**src/include/issueSelect_settings.svh**
```systemverilog
// issue select sizing
`ifndef ISSUESELECT_SETTINGS_SVH
`define ISSUESELECT_SETTINGS_SVH

// entries held in the issue queue
`define ISSUEQ_SIZE 32

// bits needed for an entry index
`define ISSUEQ_SIZE_LOG 5

// entries covered by one stage-0 block
`define SELECT_BLOCK_SIZE 8

// grant ports, A first
`define ISSUE_PORTS 3

`endif

```
**src/issueQueuePkg.sv**
```systemverilog
// issue queue entry types
`default_nettype none

package issueQueuePkg;

	`include "issueSelect_settings.svh"

	// one bit per queue entry
	// bit i is entry i, lowest index has priority
	typedef logic [`ISSUEQ_SIZE-1:0] entryVecT;

	// encoded entry number
	typedef logic [`ISSUEQ_SIZE_LOG-1:0] entryIdxT;

endpackage

`default_nettype wire

```
**src/selectPortPkg.sv**
```systemverilog
// issue port request and grant types
`default_nettype none

package selectPortPkg;

	`include "issueSelect_settings.svh"

	// one enable per port
	// bit 0 is port A, then B, then C
	typedef logic [`ISSUE_PORTS-1:0] portMaskT;

	// one select request
	typedef struct packed {
		// entries ready to issue
		issueQueuePkg::entryVecT requestVector;
		// ports that may take a grant
		portMaskT portEnable;
	} selectReqT;

	// grant seen by a single port
	typedef struct packed {
		// port got an entry
		logic valid;
		// index of the granted entry
		issueQueuePkg::entryIdxT entry;
		// same grant as a one-hot vector
		issueQueuePkg::entryVecT vector;
	} portGrantT;

	// grants of all ports, element 0 is port A
	typedef portGrantT [`ISSUE_PORTS-1:0] grantResultT;

endpackage

`default_nettype wire

```
**src/cascadedSelectBlock.sv**
```systemverilog
// cascaded three grant select block
`timescale 1ns/10ps
`default_nettype none

`include "issueSelect_settings.svh"

module cascadedSelectBlock #(
	// groups handled here, entries at stage 0 or blocks at stage 1
	parameter int NUM_GROUPS = 8,
	// request lanes per group
	parameter int IN_LANES = 1
) (
	// lane-major, lane l of group g at l*NUM_GROUPS+g
	input wire [IN_LANES*NUM_GROUPS-1:0] reqLanes_i,
	// ports allowed to take a grant from this block
	input wire selectPortPkg::portMaskT grantEn_i,
	// port-major one-hot grants, port p at p*NUM_GROUPS
	output logic [`ISSUE_PORTS*NUM_GROUPS-1:0] grants_o,
	// bit k means at least k+1 requests here
	output wire [`ISSUE_PORTS-1:0] reqLanes_o
);

	localparam int FULL_WIDTH = IN_LANES * NUM_GROUPS;

	// group-major copy of the lanes
	logic [FULL_WIDTH-1:0] reqFull;
	// requests left before each pick
	logic [FULL_WIDTH-1:0] remain [`ISSUE_PORTS];
	// one-hot pick in lane space
	logic [FULL_WIDTH-1:0] pickFull [`ISSUE_PORTS];
	// pick folded back onto group positions
	logic [NUM_GROUPS-1:0] pickGroup [`ISSUE_PORTS];

	// interleave so all lanes of group 0 come first
	always_comb
	begin
		for (int g = 0; g < NUM_GROUPS; g++)
		begin
			for (int l = 0; l < IN_LANES; l++)
			begin
				reqFull[g*IN_LANES + l] = reqLanes_i[l*NUM_GROUPS + g];
			end
		end
	end

	// first pick sees every request
	assign remain[0] = reqFull;

	for (genvar k = 0; k < `ISSUE_PORTS; k++)
	begin : pickGen
		// earlier picks are removed
		if (k > 0)
		begin : peelGen
			assign remain[k] = remain[k-1] & ~pickFull[k-1];
		end

		// k-th lowest request overall
		priorityMask #(
			.WIDTH(FULL_WIDTH)
		) pickMask (
			.vector_i(remain[k]),
			.vector_o(pickFull[k])
		);

		// anything left means at least k+1 requests
		assign reqLanes_o[k] = |remain[k];

		// any lane of a group hit gives that group
		for (genvar g = 0; g < NUM_GROUPS; g++)
		begin : foldGen
			assign pickGroup[k][g] = |pickFull[k][g*IN_LANES +: IN_LANES];
		end
	end

	// picks go out in order to the enabled ports
	// a disabled port is skipped and keeps no grant
	always_comb
	begin
		int pickCnt;
		pickCnt = 0;
		grants_o = '0;
		for (int p = 0; p < `ISSUE_PORTS; p++)
		begin
			if (grantEn_i[p])
			begin
				grants_o[p*NUM_GROUPS +: NUM_GROUPS] = pickGroup[pickCnt];
				// next enabled port takes the next pick
				pickCnt++;
			end
		end
	end

endmodule

`default_nettype wire

```
**src/grantEncoder.sv**
```systemverilog
// one-hot grant encoder
`timescale 1ns/10ps
`default_nettype none

`include "issueSelect_settings.svh"

module grantEncoder (
	// one-hot or empty grant vector
	input wire issueQueuePkg::entryVecT vector_i,
	output selectPortPkg::portGrantT grant_o
);

	// index built by OR of set positions
	issueQueuePkg::entryIdxT entryIdx;

	always_comb
	begin
		entryIdx = '0;
		// only one bit set, so OR gives its index
		for (int i = 0; i < `ISSUEQ_SIZE; i++)
		begin
			if (vector_i[i])
			begin
				entryIdx = entryIdx | issueQueuePkg::entryIdxT'(i);
			end
		end
	end

	// empty vector gives valid low and index zero
	assign grant_o = '{
		valid: |vector_i,
		entry: entryIdx,
		vector: vector_i
	};

endmodule

`default_nettype wire

```
**src/issueSelect.sv**
```systemverilog
// issue queue select top
`timescale 1ns/10ps
`default_nettype none

`include "issueSelect_settings.svh"

module issueSelect (
	input wire clk,
	input wire rstN_i,

	// request input
	input wire inValid_i,
	output logic inReady_o,
	input wire selectPortPkg::selectReqT inReq_i,

	// grant output, two cycles after acceptance
	output logic outValid_o,
	input wire outReady_i,
	output selectPortPkg::grantResultT outResult_o
);

	// entries per stage-0 block
	localparam int BLOCK_SIZE = `SELECT_BLOCK_SIZE;
	// stage-0 blocks, also stage-1 groups
	localparam int NUM_BLOCKS = `ISSUEQ_SIZE / `SELECT_BLOCK_SIZE;

	// registered request feeding the tree
	logic reqValid;
	logic reqReady;
	selectPortPkg::selectReqT reqData;

	// stage-0 request lanes, lane-major for stage 1
	wire [`ISSUE_PORTS*NUM_BLOCKS-1:0] stage1Req;
	// stage-1 grants back to the blocks, port-major
	wire [`ISSUE_PORTS*NUM_BLOCKS-1:0] stage1Grant;

	// full one-hot grant per port
	wire issueQueuePkg::entryVecT grantVec [`ISSUE_PORTS];
	// encoded grants before the output stage
	wire selectPortPkg::grantResultT grantResult;

	// input register
	pipeStage #(
		.payloadT(selectPortPkg::selectReqT)
	) reqStage (
		.clk(clk),
		.rstN_i(rstN_i),
		.inValid_i(inValid_i),
		.inReady_o(inReady_o),
		.inData_i(inReq_i),
		.outValid_o(reqValid),
		.outReady_i(reqReady),
		.outData_o(reqData)
	);

	// stage 0, 32 entries into 4 blocks of 3 lanes
	for (genvar b = 0; b < NUM_BLOCKS; b++)
	begin : stage0Gen
		// at least 1, 2, 3 requests in this block
		wire [`ISSUE_PORTS-1:0] blockReq;
		// ports stage 1 handed to this block
		wire selectPortPkg::portMaskT blockEn;
		// port-major grant slices of this block
		wire [`ISSUE_PORTS*BLOCK_SIZE-1:0] blockGrant;

		cascadedSelectBlock #(
			.NUM_GROUPS(BLOCK_SIZE),
			.IN_LANES(1)
		) selectBlk (
			.reqLanes_i(reqData.requestVector[b*BLOCK_SIZE +: BLOCK_SIZE]),
			.grantEn_i(blockEn),
			.grants_o(blockGrant),
			.reqLanes_o(blockReq)
		);

		for (genvar p = 0; p < `ISSUE_PORTS; p++)
		begin : portGen
			// lane p of group b
			assign stage1Req[p*NUM_BLOCKS + b] = blockReq[p];
			// port p enabled here when stage 1 picked this block for it
			assign blockEn[p] = stage1Grant[p*NUM_BLOCKS + b];
			// block slice into the full port vector
			assign grantVec[p][b*BLOCK_SIZE +: BLOCK_SIZE] =
				blockGrant[p*BLOCK_SIZE +: BLOCK_SIZE];
		end
	end

	// stage 1, 12 lanes down to 3 grants
	// its request lanes have nothing above to feed
	cascadedSelectBlock #(
		.NUM_GROUPS(NUM_BLOCKS),
		.IN_LANES(`ISSUE_PORTS)
	) stage1Blk (
		.reqLanes_i(stage1Req),
		.grantEn_i(reqData.portEnable),
		.grants_o(stage1Grant),
		.reqLanes_o()
	);

	// one encoder per port
	for (genvar p = 0; p < `ISSUE_PORTS; p++)
	begin : encGen
		grantEncoder portEnc (
			.vector_i(grantVec[p]),
			.grant_o(grantResult[p])
		);
	end

	// output register
	pipeStage #(
		.payloadT(selectPortPkg::grantResultT)
	) resultStage (
		.clk(clk),
		.rstN_i(rstN_i),
		.inValid_i(reqValid),
		.inReady_o(reqReady),
		.inData_i(grantResult),
		.outValid_o(outValid_o),
		.outReady_i(outReady_i),
		.outData_o(outResult_o)
	);

endmodule

`default_nettype wire

```
**src/pipeStage.sv**
```systemverilog
// valid ready register slice
`timescale 1ns/10ps
`default_nettype none

module pipeStage #(
	// payload carried through the slice
	parameter type payloadT = logic
) (
	input wire clk,
	input wire rstN_i,

	// upstream side
	input wire inValid_i,
	output logic inReady_o,
	input wire payloadT inData_i,

	// downstream side
	output logic outValid_o,
	input wire outReady_i,
	output payloadT outData_o
);

	// slice holds an item
	logic fullQ;
	// held item
	payloadT dataQ;

	// free slot, or the held item leaves this cycle
	assign inReady_o = ~fullQ | outReady_i;

	// occupancy follows the upstream valid whenever the slot can change
	always_ff @(posedge clk or negedge rstN_i)
	begin
		if (!rstN_i)
		begin
			fullQ <= 1'b0;
		end
		else if (inReady_o)
		begin
			fullQ <= inValid_i;
		end
	end

	// load only on an accepted transfer, otherwise hold
	always_ff @(posedge clk)
	begin
		if (inReady_o && inValid_i)
		begin
			dataQ <= inData_i;
		end
	end

	assign outValid_o = fullQ;
	assign outData_o = dataQ;

endmodule

`default_nettype wire

```
**src/priorityMask.sv**
```systemverilog
// lowest set bit mask
`timescale 1ns/10ps
`default_nettype none

module priorityMask #(
	// vector width
	parameter int WIDTH = 8
) (
	input wire [WIDTH-1:0] vector_i,
	// only the lowest set bit of vector_i survives
	output logic [WIDTH-1:0] vector_o
);

	// bit j open while no lower input bit is set
	logic [WIDTH-1:0] passMask;

	always_comb
	begin
		// bit 0 always passes
		passMask[0] = 1'b1;
		// mask closes above the first set bit
		for (int j = 1; j < WIDTH; j++)
		begin
			passMask[j] = passMask[j-1] & ~vector_i[j-1];
		end
	end

	assign vector_o = vector_i & passMask;

endmodule

`default_nettype wire

```
**config.mk**
```make
export PLATFORM = sky130hd
export DESIGN_NAME = issueSelect
export DESIGN_NICKNAME = d
export VERILOG_FILES = /design/src/issueQueuePkg.sv /design/src/selectPortPkg.sv /design/src/cascadedSelectBlock.sv /design/src/grantEncoder.sv /design/src/issueSelect.sv /design/src/pipeStage.sv /design/src/priorityMask.sv
export VERILOG_INCLUDE_DIRS = /design/src /design/src/include
export SDC_FILE = /design/constraint.sdc
export NUM_CORES = 1
export LEC_CHECK = 0
export ABC_CLOCK_PERIOD_IN_PS = 7000
export CAP_MARGIN = 10
export CORE_ASPECT_RATIO = 2
export CORE_MARGIN = 10
export CORE_UTILIZATION = 40
export DETAILED_ROUTE_END_ITERATION = 10
export DONT_BUFFER_PORTS = 1
export PLACE_DENSITY_LB_ADDON = 0.08
export SYNTH_ARGS = -nofsm -noshare
export SYNTH_HDL_FRONTEND = slang
export SYNTH_SLANG_ARGS = --single-unit
```
**constraint.sdc**
```tcl
create_clock -name clk -period 7 [get_ports clk]
set_clock_uncertainty 0.1 [all_clocks]
set_input_delay 1.4 -clock clk [delete_from_list [all_inputs] [get_ports clk]]
set_output_delay 1.4 -clock clk [all_outputs]
set_load 0.03 [all_outputs]
```
# Word level (Yosys, flattened, before mapping)

Cells that the tools add are included.

$add $sub $neg: 5
Reductions and logical operators: 41
Shift-type cells: 0
Eq/ne operators: 0
Divide/modulo/power cells: 0
$lt $le $gt $ge: 10
Multiplexer cells: 133
Bitwise logic cells: 268
Multipliers: 0

Operators with widths:

| cell                    | number |
|---|---|
| $ge A32 B3 Y1 const B   | 10 |
| $not A32 Y32            | 9 |
| $mux W8                 | 28 |
| $and A8 B8 Y8           | 20 |
| $mux W32                | 5 |
| $add A32 B2 Y32 const B | 4 |
| $bmux W8 S2             | 8 |
| $mux W4                 | 31 |
| $reduce_or A8 Y1        | 15 |
| $not A1 Y1              | 119 |
| $and A1 B1 Y1           | 102 |
| $reduce_or A32 Y1       | 3 |
| $mux W3                 | 24 |
| $not A8 Y8              | 8 |
| $and A12 B12 Y12        | 5 |
| $reduce_or A16 Y1       | 3 |
| $mux W2                 | 18 |
| $reduce_or A3 Y1        | 12 |
| $not A1 Y32             | 1 |
| $not A12 Y12            | 2 |
| $mux W1                 | 17 |
| $bmux W4 S2             | 2 |
| $reduce_or A4 Y1        | 3 |
| $reduce_or A2 Y1        | 3 |
| 3 further kinds         | 5 |

Flip-flop bits (word level): 151
Memory bits (writable): 0
ROM bits: 0
Output and inout bits: 116
Memories kept: 0
Logic and storage cells: 482
Input bits: 39
Latch bits: 0

# Logic depth before layout (Yosys ltp)

Word-level depth: 97
Gate-level depth with buffers: 20
Depth with buffers taken out: 17

# Modules after synthesis

Synthesis repeated with hierarchy kept, for this count alone.

Cells, all modules: 910
Area, all modules: 10368.7 um2

Modules (own cells, without submodules):

| module                                                         | area each (um2) | times used | seq. area each (um2) | cells each |
|---|---|---|---|---|
| pipeStage at resultStage                                       | 3477.1          | 1          | 3448.3               | 118 |
| cascadedSelectBlock at stage0Gen[0].selectBlk ...              | 618.1           | 4          | 0.0                  | 80 |
| grantEncoder                                                   | 402.9           | 3          | 0.0                  | 58 |
| pipeStage at reqStage                                          | 1104.8          | 1          | 1076.0               | 39 |
| priorityMask at stage0Gen[0].selectBlk.pickGen[0].pickMask ... | 83.8            | 12         | 0.0                  | 10 |
| priorityMask at stage1Blk.pickGen[0].pickMask ...              | 200.2           | 3          | 0.0                  | 21 |
| cascadedSelectBlock at stage1Blk                               | 499.2           | 1          | 0.0                  | 76 |

# Worst setup path before layout

Ideal clock, no wire load.

Kind: register to register
Start: reg reqStage.dataQ (netlist bit reqStage.outData_o[7])
End: reg resultStage.dataQ (netlist bit resultStage.outData_o[109]), data pin
Path slack: 2.165 ns
Setup time: 0.272 ns
Arrival: 4.463 ns
Clock period less this slack: 4.835 ns
Stages on the path, launching flop included: 17
Required time: 6.628 ns
Buffers on the path: 2
Cell sequence: edfxtp_1 buf_2 nor4_2 nand2_1 a2111oi_1 o31ai_1 nor3_1 a31oi_1 nand2b_1 inv_1 ha_1 clkbuf_1 nor2b_1 a32o_1 o21ai_0 a31oi_1 or4_1

Word-level cells in the longest chain between the ends: 52
Elaborated cells on any way between the ends: 164
Those cells by class: add/sub (4); mux (55); bitwise (89); reduce/logical (16)

Ends and longest elaborated chain:

| what                                                   | line            | RTL |
|---|---|---|
| start: declaration                                     | pipeStage.sv:26 | `payloadT dataQ;` |
| start signal: assignment                               | pipeStage.sv:49 | `dataQ <= inData_i;` |
| branches (longest 52 deep; another with $and A8 B8 Y8) | --              |  |
| end signal: assignment                                 | pipeStage.sv:49 |  |
| end: declaration                                       | pipeStage.sv:26 |  |

Parallel ways; which one is timed is not known. The select of a mux whose other input is x is not followed.
A chain may end at the register's enable or synchronous reset.

# Worst setup path in the final report

Start: reg reqStage.dataQ (netlist bit reqStage.outData_o[28])
End: reg resultStage.dataQ (netlist bit resultStage.outData_o[112]), data pin

Word-level cells in the longest chain between the ends: 34
Elaborated cells on any way between the ends: 81
Those cells by class: add/sub (1); mux (15); bitwise (58); reduce/logical (7)

Ends and longest elaborated chain:

| what                                                   | line                      | RTL |
|---|---|---|
| branches (longest 32 deep; another with $and A8 B8 Y8) | --                        |  |
| $mux W8 (*)                                            | cascadedSelectBlock.sv:84 | `if (grantEn_i[p])` |
| $reduce_or A16 Y1 (no line) (*)                        | --                        |  |

Mark *: on every way between the ends. The select of a mux whose other input is x is not followed.

==> summary.txt <==
Status
  • Status: complete, no violations

Routing
  • Drt pass-1 iters: 5
  • Routed Antenna Nets: 0
  • DR vias: 7743
  • # DRC: 0
  • Drt first-iter violations: 764
  • Routed WL: 33000 um
  • Routed WL per cell: 27.5 um
  • Vias per Instance: 6.45

Clock network
  • CTS Root Cell: clkbuf_16
  • Maximum clock insertion buffer count: 2
  • CTS tree: built
  • Worst-Skew Late Latency: 0.47 ns
  • PostCTS Resize Cnt: 0
  • Clock transition at path regs: 0.07 ns
  • Postcts setup bufs: 0
  • Num CTS Buffers: 17
  • Cts hold-fix bufs: 0
  • # H-tree levels: 4
  • Num Clock Sinks: 151

Yosys
  • Syn avg cell area: 9.71 um^2
  • Netlist cell types: 83
  • Synthesized Nets: 991
  • Mapped Cells: 946
  • Post-synth ARST share: 1.32%
  • Seq/Total Area, Yosys: 49.3%
  • Seq cells post-synth: 151
  • Synth Cell Area: 0.00918 mm^2
  • Ys flop type: edfxtp_1
  • Post-synth EDFFs: 149
  • Yosys Warn Count: 0

Power and ir drop
  • Max VDD drop: 0.184 mV
  • Sequential share of power: 50.7%
  • Clock Power Share: 39.2%
  • Pint: 1650 uW
  • Combinational share of power: 10.1%
  • Pwr Density: 242 mW/mm^2
  • P_sw: 751 uW
  • Sw Ratio: 31.2%
  • P_leak: 0.00348 uW

GRT
  • Aggregate global routing overflow: 0
  • GRT busiest layer: met2
  • Largest net degree at the start of global routing: 62
  • Met1 Usage GRT: 20.9%
  • Met3 Use GR: 4.32%
  • First-pass GRT wire length: 49000 um
  • GRT Overall Usage: 21.7%
  • Initial antenna violation count: 0
  • GR Util met2: 41.3%
  • Vias in the first global route: 7658

Worst setup path
  • Cell Chain, Critical Path: buf_4, or4_1, nor4_1, a2111oi_0, nand2_1, clkinv_1, ha_1, nand2b_1, o22ai_1, a221o_1, nand2_1, and4_1, a21o_1, o21ai_0
  • CP Capture Type: flop
  • Length in cells of the worst reg-to-reg path: 14
  • CP max stage delay: 0.94 ns
  • Levels on crit path: 14
  • Critical Path AT: 6.46 ns
  • Crit path max-delay family: simple AND/OR/NAND/NOR gates
  • Critical path class: flop to flop
  • Critical Path RT: 7.08 ns
  • Worst path bufs/invs: 2
  • CP Max Fanout: 15
  • Setup crit start kind: flop
  • Slowest CP cell: nor4_1
  • CP most frequent cell: nand2_1

Die
  • Initial Util: 40.6%
  • Core region area: 0.0226 mm^2
  • I/O pin total: 155
  • DIE HEIGHT: 234 um
  • Die ar.: 0.0298 mm^2
  • Rows: 78
  • DIE WIDTH: 127 um

Min path
  • WHS Path Cells: 1
  • HP Class: flop to flop

Final layout
  • Final Util: 44.0%
  • Antenna cells: 0
  • Layout Area Growth over Synthesis: 8.45%
  • Fraction of layout cells with a size suffix above 1: 8.80%
  • Final nets: 952

STA
  • RSZ-0062 raised after global routing: false
  • Fin. Hold Viols: 0
  • Fin crit share: 91.2%
  • Slew @ Worst Pin: 1.21 ns
  • Max transition margin: 18.7%
  • Slew Limit Fails: 0
  • Setup violators final: 0
  • Highest clock rate: 157 MHz
  • Setup TNS: 0 ns
  • Min Tclk post-route: 6.38 ns

Placement
  • Post-DP HPWL: 25500 um
  • I/O Buffers: 0
  • Final weighted congestion in routability-driven placement: 1.01

Run
  • Max Cap Viol: 0
==> cells in the mapped netlist, types with 12 or more instances <==
cell type  number  area, um^2
nand3_1        25         125
a21oi_1        47         235
nor4_1         16         100
edfxtp_1      149        4470
nor2b_1        14        87.6
o21ai_0        61         305
a211oi_1       12        90.1
nand2b_1       21         131
inv_1          27         101
nand2_1        66         248
clkbuf_1       58         218
and3_1         39         244
nor2_1        100         375
xnor2_1        14         123
nor3_1         33         165
o211ai_1       15         113
or3_1          13        81.3
==> cell usage in the layout, fill, tap and decap left out, drive strengths merged, types with 16 or more instances in the layout <==
cell type	n
nor2	101
a21oi	47
nor4	19
buf	16
clkbuf	17
nand2	66
edfxtp	149
nand2b	21
and3	39
nor3	33
o21ai	63
inv	39
nand3	25
==> routing by layer <==
metal  vias to the layer above  wire, um
met1                      3805     10900
met2                       333     18700
met5                         -         0
li1                       3536         -
met4                         0      1660
met3                        69      1810
==> path summary, 6_finish.rpt <==
path	endpoint	slack, ns	from
worst max-delay path	resultStage.outData_o[112]$_SDFFCE_PP1P_	0.62	reqStage.outData_o[28]$_DFFE_PP_
worst min-delay path	resultStage.outValid_o$_DFFE_PN0P_	0.41	reqStage.outValid_o$_DFFE_PN0N_
worst max register to register	resultStage.outData_o[112]$_SDFFCE_PP1P_	0.62	reqStage.outData_o[28]$_DFFE_PP_
worst min register to register	resultStage.outValid_o$_DFFE_PN0P_	0.41	reqStage.outValid_o$_DFFE_PN0N_
max in group asynchronous	reqStage.outValid_o$_DFFE_PN0N_	6.21	rstN_i
min in group asynchronous	resultStage.outValid_o$_DFFE_PN0P_	0.53	rstN_i
==> flip-flops by register name (all words and copies together) (netlist names) <==
signal and count:
reqStage.outData_o 35, resultStage.outValid_o 1, resultStage.outData_o 114, reqStage.outValid_o 1
==> worst reg2reg max path: cells and delay by family, from the launching register on <==
family          cells  cell delay [ns]
simple gates        6             2.85
fa+ha+maj           1             0.64
buf+inv             2             0.66
flops               1             0.37
compound gates      5             1.47
==> area by class of cell <==
class	instances	area (um^2)
well taps	280	350
multi-input cells	688	4240
inverters	33	124
clock inverters	15	175
clock buffers	17	425
repair buffers	16	120
flip-flops and latches	151	4520
fillers	2217	12700
==> power groups by stage <==
stage	Combinational (uW)	Sequential, uW	Clock [uW]
floorplan	194	1200	0
global placement	239	1240	0
global route	266	1230	993
CTS	242	1220	961
detailed placement	240	1240	0
finish	243	1220	944
==> per-stage QoR <==
| step | std cells | hold WS, ns | setup slack (ns) | instance area (um^2) | total power [uW] |
|---|---|---|---|---|---|
| after floorplan | 946 | 0.349 | 2.17 | 9180 | 1390 |
| after global placement | 1168 | 0.374 | 0.605 | 9360 | 1480 |
| after detailed placement | 1168 | 0.391 | 0.644 | 9360 | 1480 |
| after CTS | 1200 | 0.408 | 0.634 | 9960 | 2420 |
| after global routing | 1200 | 0.438 | 0.188 | 9960 | 2490 |
| final | 1200 | 0.408 | 0.618 | 9960 | 2410 |
==> cells by family after synthesis <==
family	after synthesis	synth area share, %
compound gates	262	19.8
fa+ha+maj	14	1.69
mux	4	0.477
flops	151	49.3
simple gates	386	22.0
buf+inv	107	4.69
xor+xnor	22	2.10
Note: power is estimated with default switching activity, not from simulation.
